## config.mk

```make
export PLATFORM = sky130hd
export DESIGN_NAME = ctx_scheduler_flat
export DESIGN_NICKNAME = d
export VERILOG_FILES = /design/src/design/cpu_pkg.sv /design/src/design/ctx_if.sv /design/src/design/ctx_scheduler.sv /design/src/flat_wrapper.sv
export SDC_FILE = /design/constraint.sdc
export NUM_CORES = 1
export LEC_CHECK = 0
export ABC_CLOCK_PERIOD_IN_PS = 3400
export BUFFER_PORTS_ARGS = -buffer_cell sky130_fd_sc_hd__buf_2
export CAP_MARGIN = 0
export CORE_AREA = 2 2 39 41
export DETAILED_ROUTE_END_ITERATION = 7
export DIE_AREA = 0 0 41 43
export PLACE_DENSITY = 0.47
export SYNTH_ARGS = -nofsm -noshare
export SYNTH_HDL_FRONTEND = slang
export SYNTH_SLANG_ARGS = --single-unit
```

## constraint.sdc

```tcl
create_clock -name clka -period 3.4 [get_ports clka]
set_input_delay 1.02 -clock clka [delete_from_list [all_inputs] [get_ports clka]]
set_output_delay 1.02 -clock clka [all_outputs]
set_load 0.01 [all_outputs]
```

## src/design/cpu_pkg.sv

```systemverilog
`default_nettype none

package cpu_pkg;

  localparam int WORD_W = 16;
  localparam int REG_W = 3;  // register index bits
  localparam int N_REGS = 1 << REG_W;
  localparam int PAGE_BITS = 8;  // logical address bits
  localparam int PAGE_WORDS = 1 << PAGE_BITS;
  localparam int ADDR_W = 10;  // 1024 word ram

  // first instruction word layout
  localparam int OP_MSB = 15;
  localparam int OP_LSB = 8;
  localparam int REG_LSB = 0;

  typedef logic [WORD_W-1:0] word_t;

  typedef enum logic [7:0] {
    OP_JMP       = 8'd1,
    OP_RAM2REG   = 8'd2,
    OP_REG2RAM   = 8'd3,
    OP_NUM2REG   = 8'd4,
    OP_REG_PLUS  = 8'd5,
    OP_REG_MINUS = 8'd6,
    OP_EXIT      = 8'd17
  } opcode_t;

  typedef enum logic [2:0] {
    ST_IDLE,
    ST_FETCH1,
    ST_FETCH2,
    ST_DECODE,
    ST_MEM_RD,
    ST_RETIRE
  } stage_t;

endpackage

`default_nettype wire

```

## src/design/ctx_if.sv

```systemverilog
`default_nettype none

interface ctx_if #(
  parameter int N_CTX = 4
);
  import cpu_pkg::*;

  localparam int IDX_W = (N_CTX > 1) ? $clog2(N_CTX) : 1;

  // broadcast write group from the core
  logic [IDX_W-1:0] wr_ctx;  // target context
  logic             pc_we;
  word_t            pc_wdata;
  logic             reg_we;
  logic [REG_W-1:0] reg_idx;
  word_t            reg_wdata;
  logic             exit_set;

  // per context state, one slot each
  word_t pc_rd   [N_CTX];
  word_t regs_rd [N_CTX][N_REGS];
  logic  exited  [N_CTX];

  modport core (
    output wr_ctx, pc_we, pc_wdata, reg_we, reg_idx, reg_wdata, exit_set,
    input  pc_rd, regs_rd
  );

  modport ctx (
    input  wr_ctx, pc_we, pc_wdata, reg_we, reg_idx, reg_wdata, exit_set,
    output pc_rd, regs_rd, exited
  );

  modport sched (
    input exited
  );

endinterface

`default_nettype wire

```

## src/design/ctx_scheduler.sv

```systemverilog
`default_nettype none

module ctx_scheduler #(
  parameter int N_CTX = 4,
  parameter int SLICE = 2,
  parameter int CTX_W = 2
) (
  input  logic             clka,
  input  logic             rst,
  input  logic             start,
  input  logic             retire_pulse,
  input  logic             exiting,
  ctx_if.sched             bus,
  output logic [CTX_W-1:0] cur_ctx,
  output logic             go,
  output logic             halted
);

  localparam int CNT_W = (SLICE > 1) ? $clog2(SLICE) : 1;

  logic [CNT_W-1:0] slice_cnt;  // retires in this turn
  logic [CTX_W-1:0] next_ctx;
  logic             next_found;
  logic             slice_done;

  // nearest live context above cur_ctx, wrapping round to cur_ctx itself
  always_comb begin
    next_ctx   = cur_ctx;
    next_found = 1'b0;
    for (int k = N_CTX; k >= 1; k--) begin
      if (!bus.exited[(int'(cur_ctx) + k) % N_CTX]) begin
        next_ctx   = CTX_W'((int'(cur_ctx) + k) % N_CTX);
        next_found = 1'b1;
      end
    end
  end

  assign slice_done = (slice_cnt == CNT_W'(SLICE - 1)) || exiting;

  always_ff @(posedge clka) begin
    if (!rst) begin
      cur_ctx   <= '0;
      slice_cnt <= '0;
      go        <= 1'b0;
      halted    <= 1'b0;
    end else begin
      if (start && !halted) begin
        go <= 1'b1;
      end
      if (retire_pulse) begin
        if (slice_done) begin
          slice_cnt <= '0;
          if (next_found) begin
            cur_ctx <= next_ctx;
          end else begin
            go     <= 1'b0;  // nothing left to run
            halted <= 1'b1;
          end
        end else begin
          slice_cnt <= slice_cnt + 1'b1;
        end
      end
    end
  end

endmodule

`default_nettype wire

```

## src/flat_wrapper.sv

```systemverilog
// flat-port wrapper written by rule: the top's interface ports become plain ports
module ctx_scheduler_flat 
#(
  parameter int N_CTX = 4,
  parameter int SLICE = 2,
  parameter int CTX_W = 2
)
  (clka, rst, start, retire_pulse, exiting, cur_ctx, go, halted, bus_exited);
  ctx_if #(.N_CTX(N_CTX)) bus_i ();
  input  logic clka;
  input  logic rst;
  input  logic start;
  input  logic retire_pulse;
  input  logic exiting;
  output logic [CTX_W-1:0] cur_ctx;
  output logic go;
  output logic halted;
  input wire logic [$bits(bus_i.exited)-1:0] bus_exited;
  assign bus_i.exited = {>>{bus_exited}};
  ctx_scheduler #(.N_CTX(N_CTX), .SLICE(SLICE), .CTX_W(CTX_W)) u_core (.clka(clka), .rst(rst), .start(start), .retire_pulse(retire_pulse), .exiting(exiting), .bus(bus_i), .cur_ctx(cur_ctx), .go(go), .halted(halted));
endmodule
```

* After elaboration in Yosys (flattened, before gate mapping)
Cells that the tools add are included.
** Word-level totals
- Register bits after elaboration :: 5
- Output and inout port bits :: 4
- Word-level logic and storage cells :: 57
** Operators by class
- Add/sub/neg operators :: 5
- $lt $le $gt $ge :: 4
- Equality and inequality tests :: 1
- Mux-type cells :: 25
- Bitwise logic cells :: 9
- Reductions and logical operators :: 9
** Operators with widths (number)
- 32-bit by 3-bit greater-or-equal comparator with 1-bit output (second input constant) :: 4
- 32-bit NOT :: 4
- 1-bit two-way mux :: 17
- 1-bit binary-select mux with 2-bit select :: 4
- 2-bit two-way mux :: 4
- 2-bit OR reduction :: 4
- 2-bit by 1-bit adder with 2-bit output (second input constant) :: 2
- 2-bit adder (second input constant) :: 2
- 1-bit AND (first input constant) :: 4
- 4-bit != test (second input constant) :: 1
- 4-bit AND reduction :: 1
- 3-bit AND reduction :: 1
- 1-bit adder (second input constant) :: 1
- 1-bit logical AND :: 1
- 1-bit zero test :: 1
- 1-bit logical OR :: 1
- 1-bit NOT :: 1

* Depth between registers and ports, before layout
Gate-level depths: netlist of run 1.
- Depth after elaboration :: 14
- Depth in mapped cells :: 6
- Gate-level depth less buffers :: 5

* Worst setup path after synthesis of run 1
Ideal clock, no wire load.
- Path type :: in2reg
- Start point :: input bus_exited[0]
- End point :: register u_core.cur_ctx[0]
- Data arrival time :: 1951 ps
- Path slack :: 1379 ps
- Stages on the path :: 5
- Path through :: nor3b_1 > a21oi_2 > o21ai_2 > or4_1 > a21boi_1
** Between the ends
- Cells in the longest elaborated chain, start to end :: 8
** RTL lines
- start: declaration :: line flat_wrapper.sv:18 : input wire logic [$bits(bus_i.exited)-1:0] bus_exited;
- 1-bit binary-select mux with 2-bit select :: line ctx_scheduler.sv:31 : if (!bus.exited[(int'(cur_ctx) + k) % N_CTX]) begin
- 1-bit two-way mux (implied by the code) (2 in series) :: line ctx_scheduler.sv:31
- 1-bit two-way mux (4 in series) :: line ctx_scheduler.sv:31
- 4-bit AND reduction (no source line)
- end signal: assignment :: line ctx_scheduler.sv:54 : cur_ctx <= next_ctx;
- end: declaration :: line ctx_scheduler.sv:14 : output logic [CTX_W-1:0] cur_ctx,
Parallel ways exist; a longest one is shown, timed or not. The select of a mux whose other input is x is not followed.
A chain may end at the register's enable or synchronous reset.

* Final worst setup path of run 1
- Start point :: register u_core.cur_ctx[1]
- End point :: output cur_ctx[1]
** RTL lines
- end: declaration :: line flat_wrapper.sv:15 : output logic [CTX_W-1:0] cur_ctx;
No word-level cell between the ends.

==> results of run 1 <==
==> cells in the mapped netlist <==
master,number,area (µm²)
nor4b_1,1,8.76
a311oi_1,1,8.76
buf_2,1,5.00
o21ai_0,2,10.0
o311a_2,1,11.3
o21ai_1,1,5.00
o21ai_2,1,8.76
buf_6,1,11.3
o31ai_1,1,7.51
nor3b_1,4,30.0
dfxtp_1,5,100
or4_1,1,7.51
a21boi_1,1,7.51
nor2b_1,4,25.0
a21oi_1,3,15.0
nand3_1,2,10.0
nor2_1,1,3.75
o21a_1,3,22.5
and3_2,1,7.51
a31oi_1,2,12.5
a211oi_1,1,7.51
and3_1,1,6.26
a21oi_2,1,8.76
inv_1,3,11.3
nand2_1,1,3.75
==> logic make-up (layout without fill, tap and decap cells) <==
group                  count (synthesis)  count (layout)  share of synthesized area (%)
and+or+nand+nor                       16              16                           28.9
DFF                                    5               5                           28.2
AOI/OAI and AO/OA                     18              18                           35.2
buffers and inverters                  5              19                           7.74
==> flip-flops by register name, summed over array words and instances (netlist names) <==
| register | count |
|---|---|
| u_core.slice_cnt | 1 |
| u_core.go | 1 |
| u_core.cur_ctx | 2 |
| u_core.halted | 1 |
==> final cells by class <==
type	instances	area, µm²
clock buffers	4	26.3
fillers	157	938
inverters	3	11.3
multi-input cells	34	228
flip-flops and latches	5	100
well taps	16	20.0
repair buffers	12	60.1
==> stage by stage <==
stage	std cells	setup slack, ns	area (µm²)
final	74	1.38	445
after global routing	74	1.29	445
after CTS	74	1.38	445
after detailed placement	70	1.14	419
after global placement	70	1.13	419
after floorplan	44	1.38	355
==> worst paths after layout <==
check / depth (start not counted) / endpoint / slack, ns / from
setup / recovery: 1 / cur_ctx[1] / 1.38 / u_core.cur_ctx[1]
setup reg to reg: 5 / u_core.cur_ctx[0] / 1.79 / u_core.cur_ctx[1]
hold reg to reg: 1 / u_core.halted / 0.49 / u_core.halted
hold / removal: 1 / u_core.halted / 0.49 / u_core.halted
==> power groups by stage <==
stage | clock, mW | sequential [mW] | combinational [mW]
finish | 0.0708 | 0.0698 | 0.0371
global route | 0.0803 | 0.0707 | 0.0423
CTS | 0.0748 | 0.0697 | 0.0375
detailed placement | 0 | 0.0709 | 0.0373
global placement | 0 | 0.0709 | 0.0374
floorplan | 0 | 0.0676 | 0.0275
==> routing by layer <==
metal / track usage, % / share of wire (%) / up-vias / wire length (µm)
li1: - / - / 193 / -
met1: 15.3 / 51 / 156 / 412
met2: 14.7 / 41 / 13 / 331
met3: 6.28 / 7.5 / 0 / 60
met4: 2.00 / 0 / 0 / 0
met5: 0 / 0 / - / 0
==> placed cells by master, fill, tap and decap left out, drive strengths merged <==
master	instances
nand2	1
nor3b	4
nand3	2
nor2b	4
a311oi	1
and3	2
o21a	3
o31ai	1
nor4b	1
or4	1
a211oi	1
a21oi	4
o21ai	4
a31oi	2
inv	3
dfxtp	5
buf	12
a21boi	1
nor2	1
clkbuf	4
o311a	1
==> flow_summary.ini, run 1 <==
[cts]
cts-resized-gates = 0
htreeDepth = 1
clock-sinks = 5
cts_buffer_depth = 2
clk_pin_slew_ns = 0.05
cts_tree = done
cts-buffers-inserted = 3
postCtsHoldBufs = 0
clkLatencyLatePin_ns = 0.24
cts_setup_buffers = 0
cts-root-buf = clkbuf_4

[sta]
tightest_slew_ns = 0.392
rsz0062_at_grt = false
skew_ns = 0.00273
whs_ns = 0.494
finalMaxSlewViolations = 0
min_period_over_period_pct = 59.4
setup_viol = 0
max_freq_ghz = 0.495
relSlewSlack_pct = 73.8
finalHoldViolCount = 0
tns_ns = 0
fin_crit_ns = 2.02

[logic_synthesis]
synth_warnings = 0
synth_seq_area_share_pct = 28.2
syn_area_per_cell_um2 = 8.08
syn_inst = 44
yosysUniqueCellTypes = 25
synthesis.area_um2 = 355
synth_nets = 53
synth-seq-cells = 5

[detailed_routing]
routed_wirelength_um = 804
drc = 0
wl_per_cell_um = 10.9
drt_iter0_drc = 6
routed_via_density = 4.89
vias = 362
ant_nets = 0
drt_first_pass_iters = 2

[floorplan]
io_pins = 13
die-area_mm2 = 0.00176
start_util_pct = 25.7
rows = 14
die_height_um = 43
die_x_um = 41
coreArea_mm2 = 0.00138

[cells_and_area]
finalNetCount = 68
syn2layout_area_growth_pct = 25.4
antenna_cells = 0
drive_above_1_share_pct = 32.8
fin_util_pct = 32.2

[place]
place_congestion = 0.687
portBuffers = 12
dp_hpwl_um = 581

[worst_setup_path]
crit_required_ns = 2.38
crit_path_top_delay_cell = dfxtp_1
endpoint_kind = primary output
crit_family = flip-flops
setup.worst_path.start_class = flop
critPathKind = flop to primary output
path_cells = buf_2
cp_num_buf_inv = 1
worst-path-max-fanout = 12
crit_arrival_ns = 1.00
worst_path_largest_cell_delay_ns = 0.55

[job]
max_cap_violations = 0

[grt]
grt_pass1_vias = 306
grt_pass1_wl_um = 1300
antenna_found_initial = 0
grt_max_degree = 13
grt_overflow_total = 0
grt_use_total_pct = 11.0

[power]
report.power.total_mw = 0.178
switching_share_pct = 29.3
power_frac_comb_pct = 20.9
seqPwrFrac_pct = 39.3
leakagePower_nw = 0.190
peakVddDrop_v = 0.000145
pwr-share-clk_pct = 39.8
intPower_mw = 0.126
pwr_density_cell_mw_per_mm2 = 399
net-switching-power_mw = 0.0520

[run_status]
outcome = finished, final reports clean

[hold_path]
hold_class = flop to flop
(Power assumes the default switching activity.)
==> run 2, diff against run 1 <==
--- a/config.mk
+++ b/config.mk
@@ -5,13 +5,13 @@
 export SDC_FILE = /design/constraint.sdc
 export NUM_CORES = 1
 export LEC_CHECK = 0
-export ABC_CLOCK_PERIOD_IN_PS = 3400
+export ABC_CLOCK_PERIOD_IN_PS = 1760
 export BUFFER_PORTS_ARGS = -buffer_cell sky130_fd_sc_hd__buf_2
 export CAP_MARGIN = 0
 export CORE_AREA = 2 2 39 41
 export DETAILED_ROUTE_END_ITERATION = 7
 export DIE_AREA = 0 0 41 43
-export PLACE_DENSITY = 0.47
+export PLACE_DENSITY = 0.49
 export SYNTH_ARGS = -nofsm -noshare
 export SYNTH_HDL_FRONTEND = slang
 export SYNTH_SLANG_ARGS = --single-unit
==> constraint.sdc (replaced) <==
create_clock -name clka -period 1.76 [get_ports clka]
set_input_delay 0.528 -clock clka [delete_from_list [all_inputs] [get_ports clka]]
set_output_delay 0.528 -clock clka [all_outputs]
set_load 0.01 [all_outputs]
==> flow_summary.ini, run 2 (synthesized netlist as in run 1, its figures left out) <==
[cells_and_area]
layout.area.seq_um2 = 100
largest_reg_flops = 2
drive_above_1_share_pct = 37.1
largest_register = u_core.cur_ctx
finalNetCount = 72
final_common_cell = buf_2
multiInputGateArea_um2 = 228
fin_cells = 78
n_fill_cell = 152
antenna_cells = 0
final_cell_mix = buf_2, dfxtp_1, nor3b_1, nor2b_1, buf_4
syn2layout_area_growth_pct = 33.8

[place]
portBuffers = 12
place_congestion = 0.715
dp_hpwl_um = 587
dp_slack_ns = 0.00417
dp_cells = 74

[sta]
skew_ns = 0.00576
tns_ns = 0
finalWorstSetupSlack_ns = 0.212
tightest_slew_ns = 0.344
finalMaxSlewViolations = 0
rsz0062_at_grt = false
min_period_over_period_pct = 88.0
setup_viol = 0
fin_crit_ns = 1.55
relSlewSlack_pct = 77.1
finalHoldViolCount = 0
max_freq_ghz = 0.646

[floorplan]
start_util_pct = 25.7
die-area_mm2 = 0.00176
coreArea_mm2 = 0.00138
die_height_um = 43
io_pins = 13
rows = 14
die_x_um = 41

[grt]
antenna_found_initial = 0
grt_max_degree = 13
grt_overflow_total = 0
grt_pass1_vias = 311
grt_pass1_wl_um = 1320
grt_use_total_pct = 10.8

[cts]
cts_setup_buffers = 0
cts-root-buf = clkbuf_4
clk_pin_slew_ns = 0.05
cts_buffer_depth = 2
clock-sinks = 5
htreeDepth = 1
postCtsHoldBufs = 0
cts-resized-gates = 0
cts-buffers-inserted = 3
clkLatencyLatePin_ns = 0.24
cts_tree = done

[detailed_routing]
routed_via_density = 4.74
drt_iter0_drc = 0
vias = 370
drc = 0
wl_per_cell_um = 9.64
ant_nets = 0
drt_first_pass_iters = 1
routed_wirelength_um = 752

[worst_setup_path]
worst-path-max-fanout = 12
endpoint_kind = flop
r2r-end = u_core.cur_ctx[0]
crit_required_ns = 1.94
regToRegSetupSlack_ns = 0.21
setup.worst_path.start_class = flop
reg2regPathDepth = 5
crit_arrival_ns = 1.72
critPathKind = flop to flop
r2r_start = u_core.cur_ctx[1]

[power]
seqPwrFrac_pct = 38.3
intPower_mw = 0.249
power_frac_comb_pct = 23.5
pwr-share-clk_pct = 38.2
leakagePower_nw = 0.210
net-switching-power_mw = 0.0967
pwr_density_cell_mw_per_mm2 = 728
peakVddDrop_v = 0.000216
switching_share_pct = 28.0

[job]
max_cap_violations = 0

[hold_path]
worstHoldEndpoint = u_core.halted
min_from = u_core.halted
hold_class = flop to flop
worstHoldPathCells = 1

[run_status]
outcome = finished, final reports clean
==> run 2: changes by cell type in the layout (fill, tap and decap cells not counted) <==
| cell | before | now |
|---|---|---|
| buf_4 | 0 | 4 |
==> run 2: how the worst max path moves through the flow <==
| stage | from | slack (ns) | endpoint | depth (start not counted) |
|---|---|---|---|---|
| final | u_core.cur_ctx[1] | 0.21 | u_core.cur_ctx[0] | 5 |
| after global routing | u_core.cur_ctx[1] | 0.04 | u_core.cur_ctx[0] | 5 |
| after floorplan | bus_exited[0] | 0.23 | u_core.cur_ctx[0] | 5 |
| after CTS | u_core.cur_ctx[1] | 0.20 | u_core.cur_ctx[0] | 5 |
| after global placement | bus_exited[2] | 0.01 | u_core.cur_ctx[0] | 6 |
| after detailed placement | bus_exited[2] | 0.004 | u_core.cur_ctx[0] | 6 |
==> run 2: power groups by stage <==
stage	clock network [mW]	registers (mW)	logic [mW]
after global placement	0	0.135	0.0817
after detailed placement	0	0.135	0.0818
after global routing	0.142	0.134	0.0947
after floorplan	0	0.131	0.0531
final	0.132	0.132	0.0814
after CTS	0.140	0.133	0.0822
==> run 2: layer usage <==
layer | track usage, % | routed length (µm) | up-vias
li1 | - | - | 202
met5 | 0 | 0 | -
met4 | 8.00 | 0 | 0
met1 | 14.7 | 376 | 157
met3 | 1.57 | 50 | 0
met2 | 14.7 | 325 | 11
==> run 2: critical path, stage by stage, from the launching register on <==
cell	delay [ns]
dfxtp_1	0.52
nor3b_1	0.10
a311oi_1	0.25
a21oi_1	0.09
or4_1	0.40
a21boi_1	0.14
==> run 2: final cells by class <==
cell class,count,area share [%]
multi-input cells,34,47.9
flip-flops and latches,5,21.1
clock buffers,4,5.53
repair buffers,16,18.9
well taps,16,4.21
inverters,3,2.37
==> run 2: per-stage QoR <==
stage	total power [mW]	hold WS (ns)	instance area (µm²)	utilization, %
floorplan	0.184	0.530	355	-
global placement	0.217	0.472	449	32.5
detailed placement	0.216	0.481	449	32.5
CTS	0.355	0.492	475	34.4
global route	0.371	0.524	475	34.4
finish	0.346	0.486	475	34.4
