$ cat src/design/cpu_pkg.sv
`default_nettype none

package cpu_pkg;

  localparam int WORD_W = 16;
  localparam int REG_W = 3;  // register index bits
  localparam int N_REGS = 1 << REG_W;
  localparam int PAGE_BITS = 8;  // logical address bits
  localparam int PAGE_WORDS = 1 << PAGE_BITS;
  localparam int ADDR_W = 10;  // 1024 word ram

  // first instruction word layout
  localparam int OP_MSB = 15;
  localparam int OP_LSB = 8;
  localparam int REG_LSB = 0;

  typedef logic [WORD_W-1:0] word_t;

  typedef enum logic [7:0] {
    OP_JMP       = 8'd1,
    OP_RAM2REG   = 8'd2,
    OP_REG2RAM   = 8'd3,
    OP_NUM2REG   = 8'd4,
    OP_REG_PLUS  = 8'd5,
    OP_REG_MINUS = 8'd6,
    OP_EXIT      = 8'd17
  } opcode_t;

  typedef enum logic [2:0] {
    ST_IDLE,
    ST_FETCH1,
    ST_FETCH2,
    ST_DECODE,
    ST_MEM_RD,
    ST_RETIRE
  } stage_t;

endpackage

`default_nettype wire

$ cat src/design/ctx_if.sv
`default_nettype none

interface ctx_if #(
  parameter int N_CTX = 4
);
  import cpu_pkg::*;

  localparam int IDX_W = (N_CTX > 1) ? $clog2(N_CTX) : 1;

  // broadcast write group from the core
  logic [IDX_W-1:0] wr_ctx;  // target context
  logic             pc_we;
  word_t            pc_wdata;
  logic             reg_we;
  logic [REG_W-1:0] reg_idx;
  word_t            reg_wdata;
  logic             exit_set;

  // per context state, one slot each
  word_t pc_rd   [N_CTX];
  word_t regs_rd [N_CTX][N_REGS];
  logic  exited  [N_CTX];

  modport core (
    output wr_ctx, pc_we, pc_wdata, reg_we, reg_idx, reg_wdata, exit_set,
    input  pc_rd, regs_rd
  );

  modport ctx (
    input  wr_ctx, pc_we, pc_wdata, reg_we, reg_idx, reg_wdata, exit_set,
    output pc_rd, regs_rd, exited
  );

  modport sched (
    input exited
  );

endinterface

`default_nettype wire

$ cat src/design/mem_if.sv
`default_nettype none

interface mem_if;
  import cpu_pkg::*;

  logic [ADDR_W-1:0] addr;  // physical address
  word_t             wdata;
  logic              we;
  word_t             rdata;  // valid one cycle after addr

  modport master (
    output addr, wdata, we,
    input  rdata
  );

  modport slave (
    input  addr, wdata, we,
    output rdata
  );

endinterface

`default_nettype wire

$ cat src/design/exec_core.sv
`default_nettype none

module exec_core #(
  parameter int N_CTX = 4,
  parameter int CTX_W = 2
) (
  input  logic                        clka,
  input  logic                        rst,
  input  logic                        go,
  input  logic [CTX_W-1:0]            cur_ctx,
  ctx_if.core                         bus,
  mem_if.master                       mem,
  output logic                        retire_pulse,
  output logic                        exiting,
  output cpu_pkg::opcode_t            retire_op,
  output logic [cpu_pkg::REG_W-1:0]   retire_reg,
  output cpu_pkg::word_t              retire_value
);
  import cpu_pkg::*;

  stage_t               state;
  opcode_t              op_q;  // latched from word 1
  logic [REG_W-1:0]     reg_q;
  word_t                value_q;  // result shown on the trace
  word_t                cur_pc;
  word_t                cur_reg;
  word_t                operand;
  word_t                exec_value;
  logic                 writes_reg;
  logic [PAGE_BITS-1:0] log_addr;
  logic [ADDR_W-1:0]    page_base;

  // pick the running context's pc and addressed register
  always_comb begin
    cur_pc  = '0;
    cur_reg = '0;
    for (int c = 0; c < N_CTX; c++) begin
      if (cur_ctx == CTX_W'(c)) begin
        cur_pc  = bus.pc_rd[c];
        cur_reg = bus.regs_rd[c][reg_q];
      end
    end
  end

  assign operand    = mem.rdata;  // word 2 during ST_DECODE
  assign writes_reg = (op_q == OP_NUM2REG) || (op_q == OP_REG_PLUS) ||
                      (op_q == OP_REG_MINUS);

  always_comb begin
    case (op_q)
      OP_JMP:       exec_value = operand;
      OP_NUM2REG:   exec_value = operand;
      OP_REG_PLUS:  exec_value = cur_reg + operand;  // wraps mod 2^16
      OP_REG_MINUS: exec_value = cur_reg - operand;
      OP_REG2RAM:   exec_value = cur_reg;
      default:      exec_value = '0;
    endcase
  end

  // fixed relocation, one page per context
  assign page_base = ADDR_W'(int'(cur_ctx) * PAGE_WORDS);

  always_comb begin
    case (state)
      ST_FETCH2: log_addr = cur_pc[PAGE_BITS-1:0] + PAGE_BITS'(1);
      ST_DECODE: log_addr = operand[PAGE_BITS-1:0];
      default:   log_addr = cur_pc[PAGE_BITS-1:0];
    endcase
  end

  assign mem.addr  = page_base | ADDR_W'(log_addr);
  assign mem.we    = (state == ST_DECODE) && (op_q == OP_REG2RAM);
  assign mem.wdata = cur_reg;

  // context writes
  assign bus.wr_ctx    = cur_ctx;
  assign bus.pc_we     = (state == ST_DECODE);
  assign bus.pc_wdata  = (op_q == OP_JMP) ? operand : cur_pc + 16'd2;
  assign bus.reg_we    = ((state == ST_DECODE) && writes_reg) || (state == ST_MEM_RD);
  assign bus.reg_idx   = reg_q;
  assign bus.reg_wdata = (state == ST_MEM_RD) ? mem.rdata : exec_value;
  assign bus.exit_set  = (state == ST_DECODE) && (op_q == OP_EXIT);

  always_ff @(posedge clka) begin
    if (!rst) begin
      state <= ST_IDLE;
    end else begin
      case (state)
        ST_IDLE:   if (go) state <= ST_FETCH1;
        ST_FETCH1: state <= ST_FETCH2;
        ST_FETCH2: state <= ST_DECODE;
        ST_DECODE: state <= (op_q == OP_RAM2REG) ? ST_MEM_RD : ST_RETIRE;
        ST_MEM_RD: state <= ST_RETIRE;
        ST_RETIRE: state <= ST_IDLE;  // scheduler settles cur_ctx here
        default:   state <= ST_IDLE;
      endcase
    end
  end

  always_ff @(posedge clka) begin
    if (state == ST_FETCH2) begin
      op_q  <= opcode_t'(mem.rdata[OP_MSB:OP_LSB]);
      reg_q <= mem.rdata[REG_LSB +: REG_W];  // upper reg bits ignored
    end
    if (state == ST_DECODE) begin
      value_q <= exec_value;
    end else if (state == ST_MEM_RD) begin
      value_q <= mem.rdata;  // loaded word
    end
  end

  assign retire_pulse = (state == ST_RETIRE);
  assign exiting      = retire_pulse && (op_q == OP_EXIT);
  assign retire_op    = op_q;
  assign retire_reg   = reg_q;
  assign retire_value = value_q;

endmodule

`default_nettype wire

$ cat src/flat_wrapper.sv
// flat-port wrapper written by rule: the top's interface ports become plain ports
module exec_core_flat import cpu_pkg::*;
#(
  parameter int N_CTX = 4,
  parameter int CTX_W = 2
)
  (clka, rst, go, cur_ctx, retire_pulse, exiting, retire_op, retire_reg, retire_value, bus_wr_ctx, bus_pc_we, bus_pc_wdata, bus_reg_we, bus_reg_idx, bus_reg_wdata, bus_exit_set, bus_pc_rd, bus_regs_rd, mem_addr, mem_wdata, mem_we, mem_rdata);
  ctx_if #(.N_CTX(N_CTX)) bus_i ();
  mem_if mem_i ();
  input  logic clka;
  input  logic rst;
  input  logic go;
  input  logic [CTX_W-1:0] cur_ctx;
  output logic retire_pulse;
  output logic exiting;
  output cpu_pkg::opcode_t retire_op;
  output logic [cpu_pkg::REG_W-1:0] retire_reg;
  output cpu_pkg::word_t retire_value;
  output wire logic [$bits(bus_i.wr_ctx)-1:0] bus_wr_ctx;
  output wire logic [$bits(bus_i.pc_we)-1:0] bus_pc_we;
  output wire logic [$bits(bus_i.pc_wdata)-1:0] bus_pc_wdata;
  output wire logic [$bits(bus_i.reg_we)-1:0] bus_reg_we;
  output wire logic [$bits(bus_i.reg_idx)-1:0] bus_reg_idx;
  output wire logic [$bits(bus_i.reg_wdata)-1:0] bus_reg_wdata;
  output wire logic [$bits(bus_i.exit_set)-1:0] bus_exit_set;
  input wire logic [$bits(bus_i.pc_rd)-1:0] bus_pc_rd;
  input wire logic [$bits(bus_i.regs_rd)-1:0] bus_regs_rd;
  output wire logic [$bits(mem_i.addr)-1:0] mem_addr;
  output wire logic [$bits(mem_i.wdata)-1:0] mem_wdata;
  output wire logic [$bits(mem_i.we)-1:0] mem_we;
  input wire logic [$bits(mem_i.rdata)-1:0] mem_rdata;
  assign bus_wr_ctx = bus_i.wr_ctx;
  assign bus_pc_we = bus_i.pc_we;
  assign bus_pc_wdata = bus_i.pc_wdata;
  assign bus_reg_we = bus_i.reg_we;
  assign bus_reg_idx = bus_i.reg_idx;
  assign bus_reg_wdata = bus_i.reg_wdata;
  assign bus_exit_set = bus_i.exit_set;
  assign bus_i.pc_rd = {>>{bus_pc_rd}};
  assign bus_i.regs_rd = {>>{bus_regs_rd}};
  assign mem_addr = mem_i.addr;
  assign mem_wdata = mem_i.wdata;
  assign mem_we = mem_i.we;
  assign mem_i.rdata = mem_rdata;
  exec_core #(.N_CTX(N_CTX), .CTX_W(CTX_W)) u_core (.clka(clka), .rst(rst), .go(go), .cur_ctx(cur_ctx), .bus(bus_i), .mem(mem_i), .retire_pulse(retire_pulse), .exiting(exiting), .retire_op(retire_op), .retire_reg(retire_reg), .retire_value(retire_value));
endmodule
$ cat config.mk
export PLATFORM = sky130hd
export DESIGN_NAME = exec_core_flat
export DESIGN_NICKNAME = d
export VERILOG_FILES = /design/src/design/cpu_pkg.sv /design/src/design/ctx_if.sv /design/src/design/mem_if.sv /design/src/design/exec_core.sv /design/src/flat_wrapper.sv
export SDC_FILE = /design/constraint.sdc
export NUM_CORES = 1
export LEC_CHECK = 0
export BUFFER_PORTS_ARGS = -buffer_cell sky130_fd_sc_hd__buf_4
export CORE_AREA = 2 2 269 271
export CTS_CLUSTER_SIZE = 40
export DETAILED_ROUTE_END_ITERATION = 8
export DIE_AREA = 0 0 271 273
export PLACE_DENSITY = 0.32
export SLEW_MARGIN = 20
export SYNTH_ARGS = -nofsm -noshare
export SYNTH_HDL_FRONTEND = slang
export SYNTH_SLANG_ARGS = --single-unit
$ cat constraint.sdc
create_clock -name clka -period 4 [get_ports clka]
set_input_delay 0.2 -clock clka [delete_from_list [all_inputs] [get_ports clka]]
set_output_delay 0.2 -clock clka [all_outputs]
set_load 0.05 [all_outputs]
== After elaboration in Yosys (flattened, before gate mapping) ==
Cells that the tools add are included.
Storage, ports and cells
  register bits: 30
  logic and storage cells: 67
Operators by class
  add/sub/neg operators: 4
  order comparisons: 1
  equality and inequality tests: 16
  multiplexer cells: 29
  bitwise gates (word level): 2
  reduce and logical (&&, ||, !) cells: 11
Operators by type and width (number)
  16-bit two-way mux: 20
  16-bit binary-select mux with 3-bit select: 4
  16-bit case mux with 4 select lines: 1
  8-bit by 3-bit equality test with 1-bit output, second input constant: 3
  16-bit adder: 1
  16-bit by 2-bit adder with 16-bit output, second input constant: 1
  8-bit by 2-bit equality test with 1-bit output, second input constant: 2
  8-bit case mux with 2 select lines: 1
  16-bit subtractor: 1
  3-bit case mux with 5 select lines: 1
  10-bit by 8-bit bitwise OR with 10-bit output: 1
  8-bit by 1-bit adder with 8-bit output, second input constant: 1
  8-bit by 1-bit equality test with 1-bit output, second input constant: 1
  8-bit by 5-bit equality test with 1-bit output, second input constant: 1
  3-bit by 2-bit equality test with 1-bit output, second input constant: 2
  3-bit equality test, second input constant: 2
  2-bit equality test, second input constant: 2
  4-bit >= comparator, second input constant: 1
  1-bit logical AND: 4
  3-bit NOT with 4-bit output: 1
  3-bit by 1-bit equality test with 1-bit output, second input constant: 1
  3-bit logical NOT: 1
  1-bit logical OR: 3
  3-bit two-way mux: 1
  other kinds (6): 6

== Longest topological paths before layout ==
  depth after elaboration: 11
  gate-level depth with buffers: 17
  gate-level depth less buffers: 15

== Least setup slack after synthesis ==
Ideal clock, no wire load.
  path type: register to output
  from: register u_core.reg_q[0], in the netlist u_core.bus.reg_idx[0]
  to: output port bus_reg_wdata[14]
  arrival: 5.353 ns
  required time: 3.800 ns
  slack: -1.553 ns
  cell stages (with the launch flop): 15
  path buffers: 2
  cells stage by stage: edfxtp_1 > buf_6 > buf_1 > mux4_2 > mux4_2 > mux2_2 > ha_1 > a21o_1 > a21o_1 > a21o_1 > a211o_1 > o22a_1 > a21oi_1 > a31oi_1 > a31oi_1
On the way
  word-level cells in the longest chain between the ends: 11
  elaborated cells between the ends (all ways): 21
Ends and longest elaborated chain
  start: declaration: line exec_core.sv:23  | logic [REG_W-1:0] reg_q;
  start signal: assignment: line exec_core.sv:103  | reg_q <= mem.rdata[REG_LSB +: REG_W];
  3-bit NOT with 4-bit output (not written as such) (*): line exec_core.sv:40  | cur_reg = bus.regs_rd[c][reg_q];
  16-bit binary-select mux with 3-bit select: line exec_core.sv:40
  16-bit two-way mux (not written as such) (2 in series): line exec_core.sv:40
  16-bit two-way mux (3 in series): line exec_core.sv:38  | if (cur_ctx == CTX_W'(c)) begin
  16-bit two-way mux (*): line exec_core.sv:38
  net mem_wdata[7]: line flat_wrapper.sv:29  | output wire logic [$bits(mem_i.wdata)-1:0] mem_wdata;
  16-bit subtractor / 16-bit adder (equally long branches): line exec_core.sv:54, exec_core.sv:53
  16-bit case mux with 4 select lines (*): line exec_core.sv:50  | case (op_q)
  16-bit two-way mux (*): line exec_core.sv:81  | assign bus.reg_wdata = (state == ST_MEM_RD) ? mem.rdata : exec_value;
  end: declaration: line flat_wrapper.sv:24  | output wire logic [$bits(bus_i.reg_wdata)-1:0] bus_reg_wdata;
The timed path passes the listed nets; every way through them passes the cells marked *. The select of a mux whose other input is x is not followed.

== Final worst setup path ==
  from: register u_core.reg_q[0], in the netlist u_core.bus.reg_idx[0]
  to: output port bus_reg_wdata[14]
On the way
  word-level cells in the longest chain between the ends: 11
  elaborated cells between the ends (all ways): 21
Ends and longest elaborated chain (line)
  3-bit NOT with 4-bit output (not written as such) (*): exec_core.sv:40
  16-bit binary-select mux with 3-bit select: exec_core.sv:40
  16-bit two-way mux (not written as such) (2 in series): exec_core.sv:40
  16-bit two-way mux (3 in series): exec_core.sv:38
  16-bit two-way mux (*): exec_core.sv:38
  16-bit subtractor / 16-bit adder (equally long branches): exec_core.sv:54, exec_core.sv:53
  16-bit case mux with 4 select lines (*): exec_core.sv:50
  16-bit two-way mux (*): exec_core.sv:81
Every way passes the cells marked *; elsewhere a longest branch is shown, timed or not. The select of a mux whose other input is x is not followed.

==> flow_summary.ini <==
[synth]
syn_nets = 1309
yosysTopAreaCell = mux4_2
synth_edf_count = 27
ys.flop_type = edfxtp_1
yosys-top-cells-area = mux4_2 (50%), edfxtp_1 (10%), o21ai_0 (3.2%), ha_1 (3.1%), xnor2_1 (2.8%)
yosysTopAreaCellShare = 0.501
synthMuxAreaShare = 0.531
ys_warn_count = 0
synthAdderAreaFrac = 0.0331
yosys_register_bits = 30
avgSynthCellArea_sq_um = 11.2
synth_top_family_by_area = multiplexers
synth-xor-area-share = 0.0484
synth_cell_type_count = 57
synth_cells = 692
synth-async-reset-ratio = 0
yosysSeqAreaShare = 0.112
syn-cell-area_sq_um = 7780
yosys.area_share.simple = 0.101
synth-compound-area-share = 0.116

[timing]
rsz0062_at_grt = true
period_needed_ns = 4.71
slew_headroom = 0.476
hold_viol = 0
tightest_slew_ns = 0.776
finalSetupViolations = 25
fin_crit_sh = 1.18
report.final.slew_viol_count = 0
fin_skew_ns = 0.00991
setup_ws_ns = -0.713
fmax_mhz = 212

[worst_setup_path]
cp-end-kind = output pin
r2r-end = u_core.retire_value[15]$_DFFE_PP_
timing.critical_path.from = u_core.bus.reg_idx[0]$_DFFE_PP_
worstPathMaxFanout = 8
critPathCapture = bus_reg_wdata[14]
crit_required_ns = 3.80
cp.arrival_ns = 4.51
path_class = register to output pin
timing.rr.start = u_core.bus.reg_idx[0]$_DFFE_PP_
rrSetupSlack_ns = -0.46
r2r_cells = 18
setup.worst_path.start_class = register

[floorplan]
ios = 693
chipHeight_microns = 273
core_area_sq_um = 71000
die_x_microns = 271
start_util = 0.110
rows = 98
dieArea_sq_um = 74000

[power]
p_total_uw = 4560
p_int_uw = 2520
p_sw_frac = 0.447
clock_power_share = 0.089
p_sw_uw = 2040
p_seq_frac = 0.091
pwr-share-comb = 0.820
p_leak_uw = 0.00709
peakVddDrop_mv = 0.136
power.density_nw_per_um2 = 277

[routing]
drtIter0Drc = 515
dr_total_vias = 10100
dr.pass1.iters = 5
drc = 0
post_drt_wl_per_cell_microns = 26.7
wl_microns = 65600
vias_per_cell = 4.10
ant_nets = 0

[layout]
drive_gt1_frac = 0.764
final_common_cell = buf_4
nets = 2120
fin_area_sq_um = 16500
syn_to_final_growth_pct = 111
final_cell_mix = buf_4 (825), mux4_2 (173), nand2_1 (56)

[grt]
grt_pass1_vias = 11100
overflow = 0
antenna_found_initial = 16
gr-usage-all-layers = 0.169
grt_start_max_net_pins = 39
grt_pass1_wl_microns = 88500

[place]
dpl.hpwl_microns = 59000
dpl_worst_slack_ns = -0.476
placed_area_sq_um = 15400
portBuffers = 692
place_congestion = 0.962

[cts]
cts_tree = done
cts.sink_count = 30
cts_htree_levels = 2
clk_path_buf_depth = 2
numCtsBuffers = 5
clk_pin_slew_ns = 0.06
holdBufCountCts = 0
clk_latency_ns = 0.29
root_buffer = clkbuf_16

[worst_hold_path]
hold_class = input pin to register
min_from = rst

[job]
drv_cap = 0

[run_status]
status = finished, violations left
violations = setup timing
==> cell usage after synthesis, drive strengths merged, types with 3 or more instances <==
cell type  instances
a221o              7
and2               3
nor2b              4
buf               34
mux4             173
a21o               5
nand3             11
nand2             56
o21a               6
nor3b              3
o22a               3
ha                19
clkbuf            39
a31oi              8
or4                5
nor3              15
xor2              18
o21ai             50
mux2              11
a211oi             3
a22o               4
nand2b            10
xnor2             25
nor2              42
o31a               3
and3               6
a21oi             23
dfxtp              3
a22oi             11
inv               23
nor4               5
mux2i             11
edfxtp            27
==> per-layer routing <==
metal	part of all wire	up-vias	GRT usage
met5	0.00056	-	0
met4	0.016	6	0.0355
met3	0.056	50	0.0319
met2	0.53	433	0.308
met1	0.40	5100	0.205
li1	-	4494	-
==> sequential cells by signal, summed over array words and instances, names as in the netlist <==
register             cells
u_core.retire_op         8
u_core.bus.reg_idx       3
u_core.retire_value     16
u_core.state             3
==> power by group through the flow <==
stage                     sequential (uW)  clock [uW]  combinational [uW]
after floorplan                       501           0                1750
after global placement                420           0                3400
after detailed placement              420           0                3400
after CTS                             414         433                3730
after global routing                  418         439                3970
final                                 413         408                3740
==> worst max-delay path, cell delays in order (launching register included) <==
cell,delay [ns]
edfxtp_1,0.44
buf_12,0.19
buf_12,0.15
buf_12,0.11
mux4_2,0.54
mux4_2,0.54
mux2_4,0.33
ha_4,0.26
a21o_1,0.17
a21o_1,0.15
a21o_1,0.17
a211o_1,0.27
o22a_4,0.24
a21oi_4,0.19
a31oi_4,0.07
a31oi_4,0.21
buf_6,0.18
==> cell families after synthesis <==
kind of cell	Yosys count
adder cells (fa/ha/maj)	20
multiplexers	195
AO/OA/AOI/OAI	140
buffers and inverters	97
AND/OR/NAND/NOR	167
flip-flops	30
XOR/XNOR	43
==> stage by stage <==
stage                     hold slack (ns)  utilization  std cells  TNS [ns]
after floorplan                     0.299            -        692     -8.44
after global placement              0.428        0.217       2410     -6.51
after detailed placement            0.434        0.217       2410     -6.68
after CTS                           0.117        0.230       2446    -10.35
after global routing                0.138        0.232       2459    -14.26
final                               0.134        0.232       2459     -9.70
==> how the worst min path moves through the flow <==
stage                                            to  slack (ns)  cells after the start
floorplan           u_core.bus.reg_idx[0]$_DFFE_PP_        0.30                      0
global placement       u_core.state[2]$_SDFFE_PN0P_        0.43                      2
detailed placement     u_core.state[2]$_SDFFE_PN0P_        0.43                      2
CTS                    u_core.state[2]$_SDFFE_PN0P_        0.12                      2
global route           u_core.state[2]$_SDFFE_PN0P_        0.14                      2
finish                 u_core.state[2]$_SDFFE_PN0P_        0.13                      2
==> repair_timing <==
action	in CTS	in global routing
endpoints found under the setup margin	26	27
pin swaps	53	25
setup buffers	27	8
cloned	4	0
hold endpoints to repair	0	0
resized for setup	99	14
==> layout make-up <==
class,instances,area [sq um]
Fill cell,7798,54500
Timing Repair Buffer,877,7080
Multi-Input combinational cell,565,7040
Tap cell,950,1190
Sequential cell,30,871
Clock buffer,6,139
Inverter,24,105
Clock inverter,2,12.5
Antenna cell,5,12.5
Note: power is estimated with default switching activity, not from simulation.
